--- src/source/lpif_link_pkg.sv ---
// LPIF logic link shared layout
// Flit field offsets, PHY lane geometry and delay counter width

package lpif_link_pkg;

  ////////////////////
  // Flit layout

  // Packed flit width
  localparam int flit_w = 141;

  // Field widths
  localparam int valid_w     = 1;
  localparam int crc_valid_w = 1;
  localparam int crc_w       = 4;
  localparam int dvalid_w    = 1;
  localparam int data_w      = 128;
  localparam int protid_w    = 2;
  localparam int state_w     = 4;

  // Field offsets, LSB first
  localparam int valid_off     = 0;
  localparam int crc_valid_off = 1;
  localparam int crc_off       = 2;
  localparam int dvalid_off    = 6;
  localparam int data_off      = 7;
  localparam int protid_off    = 135;
  localparam int state_off     = 137;

  ////////////////////
  // PHY lanes

  localparam int lane_cnt   = 4;
  localparam int lane_w     = 40;
  // Bit 0 strobe, bit 1 marker, bits 39:2 payload
  localparam int lane_pay_w = 38;
  // Payload capacity of all lanes, upper bits padded
  localparam int stripe_w   = lane_cnt * lane_pay_w;

  // Online delay counters
  localparam int delay_w = 16;

endpackage

--- src/source/lpif_online_sync.sv ---
// Online delay control
// Holds tx and rx online back until the input has been seen high
// for the programmed number of consecutive cycles

module lpif_online_sync (
  input  logic                              clk_wr,
  input  logic                              rst_n,

  // Raw online requests
  input  logic                              tx_online,
  input  logic                              rx_online,

  // Programmed delays
  input  logic [lpif_link_pkg::delay_w-1:0] delay_x_value,
  input  logic [lpif_link_pkg::delay_w-1:0] delay_y_value,

  // Delayed online
  output logic                              tx_online_delay,
  output logic                              rx_online_delay
);

  import lpif_link_pkg::*;

  ////////////////////
  // Channel arrays

  // Channel 0 is tx, channel 1 is rx
  logic               online    [2];
  logic [delay_w-1:0] delay_val [2];
  logic [delay_w-1:0] cnt_q     [2];
  logic               online_q  [2];

  // Tx uses delay_y, rx uses delay_x (word alignment)
  assign online[0]    = tx_online;
  assign online[1]    = rx_online;
  assign delay_val[0] = delay_y_value;
  assign delay_val[1] = delay_x_value;

  ////////////////////
  // Saturating counters

  always_ff @(posedge clk_wr) begin
    logic [delay_w:0] cnt_inc;
    if (!rst_n) begin
      for (int ch = 0; ch < 2; ch++) begin
        cnt_q[ch]    <= '0;
        online_q[ch] <= 1'b0;
      end
    end else begin
      for (int ch = 0; ch < 2; ch++) begin
        // High samples seen including this edge
        cnt_inc = {1'b0, cnt_q[ch]} + 1'b1;
        if (!online[ch]) begin
          // Offline clears count and output at once
          cnt_q[ch]    <= '0;
          online_q[ch] <= 1'b0;
        end else begin
          // Hold at all ones
          if (!cnt_inc[delay_w])
            cnt_q[ch] <= cnt_inc[delay_w-1:0];
          // Delay 0 behaves like delay 1
          online_q[ch] <= (cnt_inc >= {1'b0, delay_val[ch]});
        end
      end
    end
  end

  assign tx_online_delay = online_q[0];
  assign rx_online_delay = online_q[1];

  ////////////////////
  // Checks

  // Delayed tx online drops one edge after request goes low
  a_tx_offline_drop : assert property (
    @(posedge clk_wr) disable iff (!rst_n)
    !tx_online |=> !tx_online_delay
  ) else $error("tx_online_delay high after tx_online sampled low");

endmodule

--- src/source/lpif_flit_map.sv ---
// Flit field mapping
// Packs downstream fields into a transmit flit and unpacks
// qualified receive flits onto registered upstream fields

module lpif_flit_map (
  input  logic                               clk_wr,
  input  logic                               rst_n,

  // Downstream fields
  input  logic [lpif_link_pkg::state_w-1:0]  dstrm_state,
  input  logic [lpif_link_pkg::protid_w-1:0] dstrm_protid,
  input  logic [lpif_link_pkg::data_w-1:0]   dstrm_data,
  input  logic                               dstrm_dvalid,
  input  logic [lpif_link_pkg::crc_w-1:0]    dstrm_crc,
  input  logic                               dstrm_crc_valid,
  input  logic                               dstrm_valid,

  // Flit to lane striping
  output logic [lpif_link_pkg::flit_w-1:0]   tx_flit,

  // Flit from lane gathering
  input  logic [lpif_link_pkg::flit_w-1:0]   rx_flit,
  input  logic                               rx_flit_ok,

  // Upstream fields
  output logic [lpif_link_pkg::state_w-1:0]  ustrm_state,
  output logic [lpif_link_pkg::protid_w-1:0] ustrm_protid,
  output logic [lpif_link_pkg::data_w-1:0]   ustrm_data,
  output logic                               ustrm_dvalid,
  output logic [lpif_link_pkg::crc_w-1:0]    ustrm_crc,
  output logic                               ustrm_crc_valid,
  output logic                               ustrm_valid
);

  import lpif_link_pkg::*;

  ////////////////////
  // Transmit pack

  // Fields tile the flit with no gaps
  always_comb begin
    tx_flit                                = '0;
    tx_flit[valid_off     +: valid_w]      = dstrm_valid;
    tx_flit[crc_valid_off +: crc_valid_w]  = dstrm_crc_valid;
    tx_flit[crc_off       +: crc_w]        = dstrm_crc;
    tx_flit[dvalid_off    +: dvalid_w]     = dstrm_dvalid;
    tx_flit[data_off      +: data_w]       = dstrm_data;
    tx_flit[protid_off    +: protid_w]     = dstrm_protid;
    tx_flit[state_off     +: state_w]      = dstrm_state;
  end

  ////////////////////
  // Receive unpack

  always_ff @(posedge clk_wr) begin
    if (!rst_n || !rx_flit_ok) begin
      // Bad strobes or offline give an all zero flit
      ustrm_state     <= '0;
      ustrm_protid    <= '0;
      ustrm_data      <= '0;
      ustrm_dvalid    <= 1'b0;
      ustrm_crc       <= '0;
      ustrm_crc_valid <= 1'b0;
      ustrm_valid     <= 1'b0;
    end else begin
      ustrm_state     <= rx_flit[state_off     +: state_w];
      ustrm_protid    <= rx_flit[protid_off    +: protid_w];
      ustrm_data      <= rx_flit[data_off      +: data_w];
      ustrm_dvalid    <= rx_flit[dvalid_off    +: dvalid_w];
      ustrm_crc       <= rx_flit[crc_off       +: crc_w];
      ustrm_crc_valid <= rx_flit[crc_valid_off +: crc_valid_w];
      ustrm_valid     <= rx_flit[valid_off     +: valid_w];
    end
  end

  // Far end must only send data valid inside a valid flit
  a_dvalid_needs_valid : assert property (
    @(posedge clk_wr) disable iff (!rst_n)
    $rose(ustrm_dvalid) |-> ustrm_valid
  ) else $error("ustrm_dvalid rose without ustrm_valid");

endmodule

--- src/source/lpif_lane_stripe.sv ---
// Lane striping for a four lane PHY
// Spreads each flit over the lane payloads with a persistent strobe,
// then gathers received lanes and qualifies them by strobe and online

module lpif_lane_stripe (
  input  logic                                  clk_wr,
  input  logic                                  rst_n,

  // Delayed online
  input  logic                                  tx_online_delay,
  input  logic                                  rx_online_delay,

  // Transmit flit
  input  logic [lpif_link_pkg::flit_w-1:0]      tx_flit,

  // PHY transmit lanes
  output logic [lpif_link_pkg::lane_w-1:0]      tx_phy0,
  output logic [lpif_link_pkg::lane_w-1:0]      tx_phy1,
  output logic [lpif_link_pkg::lane_w-1:0]      tx_phy2,
  output logic [lpif_link_pkg::lane_w-1:0]      tx_phy3,

  // PHY receive lanes
  input  logic [lpif_link_pkg::lane_w-1:0]      rx_phy0,
  input  logic [lpif_link_pkg::lane_w-1:0]      rx_phy1,
  input  logic [lpif_link_pkg::lane_w-1:0]      rx_phy2,
  input  logic [lpif_link_pkg::lane_w-1:0]      rx_phy3,

  // Received flit and its qualifier
  output logic [lpif_link_pkg::flit_w-1:0]      rx_flit,
  output logic                                  rx_flit_ok
);

  import lpif_link_pkg::*;

  ////////////////////
  // Transmit striping

  logic [stripe_w-1:0] tx_stripe;
  logic [lane_w-1:0]   tx_lane_d [lane_cnt];
  logic [lane_w-1:0]   tx_lane_q [lane_cnt];

  // Zero pad above the flit
  assign tx_stripe = {{(stripe_w - flit_w){1'b0}}, tx_flit};

  always_comb begin
    for (int ln = 0; ln < lane_cnt; ln++) begin
      // Payload on 39:2, marker unused, strobe persistent
      tx_lane_d[ln] = {tx_stripe[ln*lane_pay_w +: lane_pay_w], 1'b0, 1'b1};
    end
  end

  // Lanes idle at zero until tx online delay expires
  always_ff @(posedge clk_wr) begin
    for (int ln = 0; ln < lane_cnt; ln++) begin
      if (!rst_n || !tx_online_delay)
        tx_lane_q[ln] <= '0;
      else
        tx_lane_q[ln] <= tx_lane_d[ln];
    end
  end

  assign tx_phy0 = tx_lane_q[0];
  assign tx_phy1 = tx_lane_q[1];
  assign tx_phy2 = tx_lane_q[2];
  assign tx_phy3 = tx_lane_q[3];

  ////////////////////
  // Receive gathering

  logic [lane_w-1:0]   rx_lane [lane_cnt];
  logic [lane_cnt-1:0] rx_stb;
  logic [flit_w-1:0]   rx_flit_d;

  assign rx_lane[0] = rx_phy0;
  assign rx_lane[1] = rx_phy1;
  assign rx_lane[2] = rx_phy2;
  assign rx_lane[3] = rx_phy3;

  always_comb begin
    for (int ln = 0; ln < lane_cnt; ln++)
      rx_stb[ln] = rx_lane[ln][0];
    // Flit bit b sits in lane b/38 at payload position b%38
    for (int b = 0; b < flit_w; b++)
      rx_flit_d[b] = rx_lane[b / lane_pay_w][2 + (b % lane_pay_w)];
  end

  // Gathered payload, qualified by rx_flit_ok
  always_ff @(posedge clk_wr) begin
    rx_flit <= rx_flit_d;
  end

  // Qualifier needs every strobe and rx online
  always_ff @(posedge clk_wr) begin
    if (!rst_n)
      rx_flit_ok <= 1'b0;
    else
      rx_flit_ok <= (&rx_stb) && rx_online_delay;
  end

  // Mixed strobes point at a lane fault or skew
  a_rx_stb_agree : assert property (
    @(posedge clk_wr) disable iff (!rst_n)
    rx_online_delay |-> (rx_stb == '0 || rx_stb == '1)
  ) else $warning("rx strobes disagree across lanes: %b", rx_stb);

endmodule

--- src/source/lpif_link_top.sv ---
// LPIF logic link top level
// One flit per cycle over four 40 bit PHY lanes, with
// delayed online control for word alignment

module lpif_link_top (
  input  logic                               clk_wr,
  input  logic                               rst_n,

  // Control
  input  logic                               tx_online,
  input  logic                               rx_online,
  input  logic [lpif_link_pkg::delay_w-1:0]  delay_x_value,
  input  logic [lpif_link_pkg::delay_w-1:0]  delay_y_value,

  // PHY lanes
  output logic [lpif_link_pkg::lane_w-1:0]   tx_phy0,
  output logic [lpif_link_pkg::lane_w-1:0]   tx_phy1,
  output logic [lpif_link_pkg::lane_w-1:0]   tx_phy2,
  output logic [lpif_link_pkg::lane_w-1:0]   tx_phy3,
  input  logic [lpif_link_pkg::lane_w-1:0]   rx_phy0,
  input  logic [lpif_link_pkg::lane_w-1:0]   rx_phy1,
  input  logic [lpif_link_pkg::lane_w-1:0]   rx_phy2,
  input  logic [lpif_link_pkg::lane_w-1:0]   rx_phy3,

  // Downstream channel
  input  logic [lpif_link_pkg::state_w-1:0]  dstrm_state,
  input  logic [lpif_link_pkg::protid_w-1:0] dstrm_protid,
  input  logic [lpif_link_pkg::data_w-1:0]   dstrm_data,
  input  logic                               dstrm_dvalid,
  input  logic [lpif_link_pkg::crc_w-1:0]    dstrm_crc,
  input  logic                               dstrm_crc_valid,
  input  logic                               dstrm_valid,

  // Upstream channel
  output logic [lpif_link_pkg::state_w-1:0]  ustrm_state,
  output logic [lpif_link_pkg::protid_w-1:0] ustrm_protid,
  output logic [lpif_link_pkg::data_w-1:0]   ustrm_data,
  output logic                               ustrm_dvalid,
  output logic [lpif_link_pkg::crc_w-1:0]    ustrm_crc,
  output logic                               ustrm_crc_valid,
  output logic                               ustrm_valid
);

  import lpif_link_pkg::*;

  ////////////////////
  // Internal wires

  logic              tx_online_delay;
  logic              rx_online_delay;
  logic [flit_w-1:0] tx_flit;
  logic [flit_w-1:0] rx_flit;
  logic              rx_flit_ok;

  ////////////////////
  // Online control

  lpif_online_sync i_lpif_online_sync (
    .clk_wr          (clk_wr),
    .rst_n           (rst_n),
    .tx_online       (tx_online),
    .rx_online       (rx_online),
    .delay_x_value   (delay_x_value),
    .delay_y_value   (delay_y_value),
    .tx_online_delay (tx_online_delay),
    .rx_online_delay (rx_online_delay)
  );

  ////////////////////
  // Field mapping

  lpif_flit_map i_lpif_flit_map (
    .clk_wr          (clk_wr),
    .rst_n           (rst_n),
    .dstrm_state     (dstrm_state),
    .dstrm_protid    (dstrm_protid),
    .dstrm_data      (dstrm_data),
    .dstrm_dvalid    (dstrm_dvalid),
    .dstrm_crc       (dstrm_crc),
    .dstrm_crc_valid (dstrm_crc_valid),
    .dstrm_valid     (dstrm_valid),
    .tx_flit         (tx_flit),
    .rx_flit         (rx_flit),
    .rx_flit_ok      (rx_flit_ok),
    .ustrm_state     (ustrm_state),
    .ustrm_protid    (ustrm_protid),
    .ustrm_data      (ustrm_data),
    .ustrm_dvalid    (ustrm_dvalid),
    .ustrm_crc       (ustrm_crc),
    .ustrm_crc_valid (ustrm_crc_valid),
    .ustrm_valid     (ustrm_valid)
  );

  ////////////////////
  // Lane striping

  lpif_lane_stripe i_lpif_lane_stripe (
    .clk_wr          (clk_wr),
    .rst_n           (rst_n),
    .tx_online_delay (tx_online_delay),
    .rx_online_delay (rx_online_delay),
    .tx_flit         (tx_flit),
    .tx_phy0         (tx_phy0),
    .tx_phy1         (tx_phy1),
    .tx_phy2         (tx_phy2),
    .tx_phy3         (tx_phy3),
    .rx_phy0         (rx_phy0),
    .rx_phy1         (rx_phy1),
    .rx_phy2         (rx_phy2),
    .rx_phy3         (rx_phy3),
    .rx_flit         (rx_flit),
    .rx_flit_ok      (rx_flit_ok)
  );

endmodule

--- config.mk ---
export PLATFORM = sky130hd
export DESIGN_NAME = lpif_link_top
export DESIGN_NICKNAME = d
export VERILOG_FILES = /design/src/source/lpif_link_pkg.sv /design/src/source/lpif_online_sync.sv /design/src/source/lpif_flit_map.sv /design/src/source/lpif_lane_stripe.sv /design/src/source/lpif_link_top.sv
export SDC_FILE = /design/constraint.sdc
export NUM_CORES = 1
export LEC_CHECK = 0
export BUFFER_PORTS_ARGS = -buffer_cell sky130_fd_sc_hd__clkbuf_2
export CAP_MARGIN = 20
export CELL_PAD_IN_SITES_DETAIL_PLACEMENT = 1
export CELL_PAD_IN_SITES_GLOBAL_PLACEMENT = 1
export CORE_AREA = 10 10 238 240
export DETAILED_ROUTE_END_ITERATION = 8
export DIE_AREA = 0 0 248 250
export HOLD_SLACK_MARGIN = 0.1
export PLACE_DENSITY_LB_ADDON = 0.1
export SLEW_MARGIN = 5
export SYNTH_ARGS = -nofsm -noshare
export SYNTH_HDL_FRONTEND = slang
export SYNTH_SLANG_ARGS = --single-unit
export TNS_END_PERCENT = 30
--- constraint.sdc ---
create_clock -name clk_wr -period 5 [get_ports clk_wr]
set_clock_uncertainty 0.2 [all_clocks]
set_input_delay 0.5 -clock clk_wr [delete_from_list [all_inputs] [get_ports clk_wr]]
set_output_delay 0.5 -clock clk_wr [all_outputs]
set_load 0.005 [all_outputs]
==> key figures, run 1 <==
Run status
  • Status: finished, final reports clean

Yosys
  • Area contributors post-synth: dfxtp_1 64%, and3_1 13%, edfxtp_1 7.7%, ha_1 3.2%, clkbuf_1 1.7%
  • Post-synth ARST share: 0%
  • Cells after Synth: 1059
  • Sequential share of the synthesized area: 71.5%
  • Flip-flop and latch count after synthesis: 459
  • Share of the synthesized area in the top cell type: 63.8%
  • EDFF count, synth: 34
  • Yosys warning count: 0
  • Syn avg cell area: 12.6 um2
  • Cell variety after synth: 40
  • Synth area leader: dfxtp_1
  • Mapped Area: 13300 um2
  • Post-synth top flop: dfxtp_1

Critical path
  • Register-to-Register Setup Slack: ~2.1 ns
  • Worst Path Required: 5.13 ns
  • Worst R2R Start: i_lpif_online_sync.cnt_q[1][2]$_SDFFCE_PN0P_
  • R2R Path End: i_lpif_online_sync.online_q[1]$_SDFFCE_PN0P_
  • CP startpoint: i_lpif_online_sync.cnt_q[1][2]$_SDFFCE_PN0P_
  • Worst r2r path cells: 10
  • CP Data Arrival Time: 3.04 ns
  • Crit-path max FO: 5
  • Critical path capture point type: flip-flop
  • Startpoint Class: flip-flop
  • Kind of critical path: reg -> reg

Die
  • Die width: 248 um
  • Top Ports: 638
  • Core Region: 52000 um2
  • Initial core utilization: 25.6%
  • Die Y: 250 um
  • # rows: 84
  • Area of the die: just over 60000 um2

Drt
  • Pre-antenna DRT Iters: 4
  • Initial DRC Count: 387
  • Via density: about 4.1
  • Drt wl/cell: 20.1 um
  • Post-route DRC violation count: 0
  • DRT Wirelength: about 54000 um
  • Final antenna-violating net count: 0
  • Vias: 11100

Clock network
  • H-tree level count: 2
  • Post-CTS Setup Bufs: 0
  • Worst-path clk slew: ~0.070 ns
  • CTS tree: done
  • Clock root cell: clkbuf_16
  • Clk sinks: 459
  • Clk buf depth: 3
  • CTS Hold Bufs: just under 300
  • Clock insertion delay at the later pin of the skew report: between 0.5 and 0.6 ns
  • CTS Buf Count: 50
  • Post-cts sizing count: 0

Global route
  • Gr usage total: 16.7%
  • Initial antenna violation count: 8
  • GR Overflow Total: 0
  • First-pass GRT wire length: just under 80000 um
  • Largest net degree at the start of global routing: between 200 and 300
  • Number of global-route vias before repair: 12100

Placed design
  • Detailed placement HPWL: 39100 um
  • I/O Buffers: 607
  • Routability cong.: a little under 0.8
  • Setup WS pre-CTS: 2.06 ns

Timing
  • Slew headroom: 31.7%
  • Fin. max-slew vios: 0
  • Final hold viol count: 0
  • Finish-stage setup viols: 0
  • Worst Tran Pin Value: 1.02 ns
  • Final TNS setup: 0 ns
  • RSZ-0062 raised after global routing: no
  • Final cycle utilization of the critical path: 58.4%
  • Final Critical Period: 2.92 ns
  • Setup ws final: 2.08 ns
  • Max Clk Rate: 343 MHz

Final layout
  • Area grow syn2layout: 61.4%
  • Multi-input logic area: 3330 um2
  • Net count, final: 2319
  • Commonest non-fill, non-tap cell in the layout: clkbuf_2
  • Final Util: about two fifths
  • Fillers: 5773
  • Commonest cells after routing, fill and taps aside: 606 x clkbuf_2, 424 x dfxtp_1, 293 x dlygate4sd3_1
  • Layout cells sized above 1: about a third
  • Reg area: 9530 um2

Min path
  • Hold Path Stages: 3
  • Hold Path Sink: i_lpif_online_sync.online_q[0]$_DFFE_PP_
  • Hold WC Path Type: in -> reg
  • Worst hold start: tx_online

Power
  • Leakage: 11.2 nW
  • Worst VDD drop: approximately 0.27 mV
  • Cell Pwr Density: 366 nW/um2

Run
  • Max_cap viols: 0
final cells by class:
class                   instances  area share [%]
diodes                          6          0.0698
clock buffers                  72            6.72
clock inverters                17           0.704
inverters                      36           0.628
multi-input cells             497            15.5
flip-flops and latches        459            44.3
well taps                     688            4.00
repair buffers                904            28.1
worst max-delay path by stage:
stage,endpoint,slack (ns),cells past startpoint
global route,i_lpif_online_sync.online_q[1]$_SDFFCE_PN0P_,1.84,10
CTS,i_lpif_online_sync.online_q[1]$_SDFFCE_PN0P_,2.06,10
detailed placement,i_lpif_online_sync.online_q[1]$_SDFFCE_PN0P_,2.06,10
global placement,i_lpif_online_sync.online_q[1]$_SDFFCE_PN0P_,2.07,10
finish,i_lpif_online_sync.online_q[1]$_SDFFCE_PN0P_,2.08,10
floorplan,i_lpif_online_sync.online_q[1]$_SDFFCE_PN0P_,2.47,10
flip-flops by register name, indices dropped and copies added, names as in the netlist:
signal,count
i_lpif_lane_stripe.tx_lane_q,142
i_lpif_lane_stripe.rx_flit,141
i_lpif_online_sync.cnt_q,32
i_lpif_flit_map.ustrm_protid,2
i_lpif_flit_map.ustrm_crc_valid,1
i_lpif_flit_map.ustrm_state,4
i_lpif_flit_map.ustrm_valid,1
i_lpif_online_sync.online_q,2
i_lpif_flit_map.ustrm_dvalid,1
i_lpif_flit_map.ustrm_crc,4
i_lpif_lane_stripe.rx_flit_ok,1
i_lpif_flit_map.ustrm_data,128
synth_stat cells (all sizes together), types with 2 or more instances:
| cell type | count |
|---|---|
| nor4 | 3 |
| o41ai | 3 |
| dfxtp | 425 |
| o21ai | 5 |
| a21oi | 7 |
| inv | 36 |
| nor3 | 3 |
| xor2 | 9 |
| xnor2 | 19 |
| nand4 | 13 |
| nand3 | 15 |
| buf | 21 |
| nor2b | 27 |
| nand2 | 13 |
| a21o | 3 |
| and2 | 4 |
| conb | 2 |
| clkbuf | 61 |
| and3 | 285 |
| and4 | 5 |
| nor2 | 20 |
| edfxtp | 34 |
| a211oi | 4 |
| ha | 34 |
critical path, cell delays in order (launching register included):
cell and delay (ns):
edfxtp_1 0.42, and4_2 0.31, nand4_1 0.23, nor2_1 0.19, xor2_1 0.27, ha_1 0.30, nor2_1 0.15, nor2b_1 0.06
a21oi_1 0.13, nor4b_1 0.28, a21oi_1 0.11
kinds of logic after synthesis:
| group | share of synthesized area [%] |
|---|---|
| simple gates | 18.1 |
| buf+inv | 3.95 |
| other cells | 0.0563 |
| compound gates | 1.28 |
| fa+ha+maj | 3.19 |
| flops | 71.5 |
| xor+xnor | 1.90 |
power by group:
| part | switching (mW) | internal, mW |
|---|---|---|
| registers | 0.0252 | 3.79 |
| logic | 0.188 | 0.288 |
| clock network | 1.52 | 2.07 |
routing by layer:
metal | global-route usage [%] | part of all wire (%)
met5 | 0 | 0.024
met4 | 6.38 | 3.0
met3 | 5.67 | 8.0
met2 | 30.1 | 51
met1 | 17.6 | 38
per-stage QoR:
| step | area [um2] | instances | hold slack [ns] | power, mW |
|---|---|---|---|---|
| after floorplan | 13400 | 1074 | 0.244 | 3.98 |
| after global placement | 16900 | 2290 | 0.244 | 4.16 |
| after detailed placement | 16900 | 2290 | 0.252 | 4.17 |
| after CTS | 21500 | 2672 | 0.128 | 8.00 |
| after global routing | 21500 | 2679 | 0.161 | 8.21 |
| final | 21500 | 2679 | 0.174 | 7.87 |
Note: power is estimated with default switching activity, not from simulation.
==> run 2, diff against run 1 <==
--- a/config.mk
+++ b/config.mk
@@ -9,9 +9,9 @@
 export CAP_MARGIN = 20
 export CELL_PAD_IN_SITES_DETAIL_PLACEMENT = 1
 export CELL_PAD_IN_SITES_GLOBAL_PLACEMENT = 1
-export CORE_AREA = 10 10 238 240
+export CORE_AREA = 10 10 241 243
 export DETAILED_ROUTE_END_ITERATION = 8
-export DIE_AREA = 0 0 248 250
+export DIE_AREA = 0 0 251 253
 export HOLD_SLACK_MARGIN = 0.1
 export PLACE_DENSITY_LB_ADDON = 0.1
 export SLEW_MARGIN = 5
==> constraint.sdc (replaced) <==
create_clock -name clk_wr -period 2.7 [get_ports clk_wr]
set_clock_uncertainty 0.2 [all_clocks]
set_input_delay 0.27 -clock clk_wr [delete_from_list [all_inputs] [get_ports clk_wr]]
set_output_delay 0.27 -clock clk_wr [all_outputs]
set_load 0.005 [all_outputs]
==> key figures, run 2 (synthesized netlist as in run 1, its figures left out) <==
Final layout
  • Area grow syn2layout: 72.2%
  • Multi-input logic area: 3570 um2
  • Max FFs per register: 142
  • Commonest non-fill, non-tap cell in the layout: clkbuf_2
  • Commonest cells after routing, fill and taps aside: 606 x clkbuf_2, 424 x dfxtp_1, 366 x dlygate4sd3_1
  • Reg area: 9530 um2
  • Fillers: 5839
  • Net count, final: ~2400
  • Biggest regs: i_lpif_lane_stripe.tx_lane_q (142), i_lpif_lane_stripe.rx_flit (141), i_lpif_flit_map.ustrm_data (128)
  • Reg with most FFs: i_lpif_lane_stripe.tx_lane_q
  • Layout cells sized above 1: ~37%

Drt
  • Drt wl/cell: 20.4 um
  • Routed met3 length: 4100 um
  • Final antenna-violating net count: 0
  • Top routing layer in use: met5
  • Initial DRC Count: 325
  • DRT Wirelength: 57200 um
  • Metal-1 WL: about 21000 um
  • Post-route DRC violation count: 0
  • Pre-antenna DRT Iters: 4
  • Metal2 WL: roughly 30000 um
  • Vias: 11700
  • Via density: 4.16

Clock network
  • H-tree level count: 2
  • Clock root cell: clkbuf_16
  • Clock insertion delay at the later pin of the skew report: 0.58 ns
  • Worst-path clk slew: 0.06 ns
  • CTS Buf Count: 51
  • CTS tree: done
  • Clk buf depth: 3
  • Clk sinks: 459

Global route
  • Gr usage total: 17.2%
  • Initial antenna violation count: 10
  • GR Overflow Total: 0
  • Largest net degree at the start of global routing: 98
  • First-pass GRT wire length: 83500 um
  • Number of global-route vias before repair: about 13000

Timing
  • Slew headroom: about 59%
  • Final hold viol count: 0
  • Worst Tran Pin Value: roughly 0.62 ns
  • Max Clk Rate: about 370 MHz
  • RSZ-0062 raised after global routing: yes
  • Final cycle utilization of the critical path: 99.2%
  • Fin. max-slew vios: 0
  • Final Critical Period: 2.68 ns
  • Finish-stage setup viols: 0
  • Hold_ws: 0.130 ns

Critical path
  • R2R Path End: i_lpif_online_sync.online_q[0]$_DFFE_PP_
  • Worst Path Required: 2.81 ns
  • CP startpoint: i_lpif_online_sync.cnt_q[0][8]$_SDFFCE_PN0P_
  • CP Data Arrival Time: around 2.8 ns
  • Crit-path max FO: 3
  • Worst r2r path cells: 10
  • Worst R2R Start: i_lpif_online_sync.cnt_q[0][8]$_SDFFCE_PN0P_
  • Startpoint Class: flip-flop
  • Kind of critical path: reg -> reg
  • CP endpoint: i_lpif_online_sync.online_q[0]$_DFFE_PP_
  • Critical path capture point type: flip-flop
  • Register-to-Register Setup Slack: 0.02 ns

Power
  • Tot Pwr: around 15 mW
  • Worst VDD drop: 0.444 mV
  • Leakage: 11.9 nW
  • Cell Pwr Density: approximately 660 nW/um2

Placed design
  • Routability cong.: 0.783
  • Detailed placement HPWL: 41400 um
  • I/O Buffers: 607

Run status
  • Status: finished, final reports clean

Die
  • Die width: 251 um
  • Core Region: 53300 um2
  • # rows: 85
  • Die Y: between 200 and 300 um
  • Area of the die: 63500 um2
  • Initial core utilization: 25.0%
  • Top Ports: 638

Min path
  • Hold WC Path Type: in -> reg

Run
  • Max_cap viols: 0
==> run 2: cell types whose count changed in the layout (fill, tap and decap cells not counted), sizes merged, moves of 3 or more <==
cell | before | now
dlygate4sd3 | 293 | 366
buf | 5 | 44
clkbuf | 678 | 672
bufinv | 1 | 6
diode | 6 | 10
clkinv | 14 | 11
inv | 38 | 41
==> run 2: routing by layer <==
metal,global-route usage [%],up-vias
met5,0,-
met4,6.88,2
met3,5.70,93
met2,31.7,351
met1,17.6,5659
li1,-,5562
==> run 2: repair_timing <==
item	4_1_cts	5_1_grt
hold buffers	363	3
setup endpoints to repair	2	2
pin swaps	15	22
setup buffers	6	5
hold endpoints to repair	308	3
resized for setup	18	31
==> run 2: final cells by class <==
| class | instances | share of cell area (%) |
|---|---|---|
| sequential | 459 | 41.5 |
| timing repair buffer | 1016 | 30.9 |
| multi-input combinational | 497 | 15.5 |
| clock buffer | 66 | 6.16 |
| tap | 696 | 3.79 |
| clock inverter | 23 | 1.34 |
| inverter | 36 | 0.589 |
| antenna | 10 | 0.109 |
==> run 2: stage by stage <==
stage,setup TNS (ns),util [%],setup WS [ns],cells,instance area [um2]
after floorplan,0,-,0.166,1074,13400
after global placement,-0.127,32.3,-0.0781,2327,17200
after detailed placement,-0.272,32.3,-0.143,2327,17200
after CTS,-0.0131,42.6,-0.0126,2785,22700
after global routing,-0.282,43.1,-0.142,2801,22900
final,0,43.1,0.0220,2803,23000
==> run 2: how the worst min path moves through the flow <==
| stage | cells after the start | startpoint | end |
|---|---|---|---|
| floorplan | 0 | rx_phy0[2] | i_lpif_lane_stripe.rx_flit[0]$_DFF_P_ |
| global placement | 1 | rx_phy0[29] | i_lpif_lane_stripe.rx_flit[27]$_DFF_P_ |
| detailed placement | 1 | rx_phy3[18] | i_lpif_lane_stripe.rx_flit[130]$_DFF_P_ |
| CTS | 2 | rx_phy2[33] | i_lpif_lane_stripe.rx_flit[107]$_DFF_P_ |
| global route | 2 | rx_phy0[35] | i_lpif_lane_stripe.rx_flit[33]$_DFF_P_ |
| finish | 2 | rx_phy1[17] | i_lpif_lane_stripe.rx_flit[53]$_DFF_P_ |
==> run 2: where the power goes <==
group / switching (mW) / internal [mW] / leakage (nW) / total (mW)
clock network: 2.87 / 4.27 / 0.852 / 7.14
logic: 0.382 / 0.610 / 7.14 / 0.993
registers: 0.0449 / 7.02 / 3.91 / 7.06
==> run 2: worst max-delay path, stage by stage, from the launching register on <==
cell and delay (ns):
edfxtp_1 0.39, nand4_1 0.10, buf_4 0.17, nor4_4 0.29
nand4_1 0.19, xnor2_2 0.19, ha_1 0.33, nand2_2 0.10
nor4_2 0.05, a311oi_1 0.28, a31oi_1 0.13
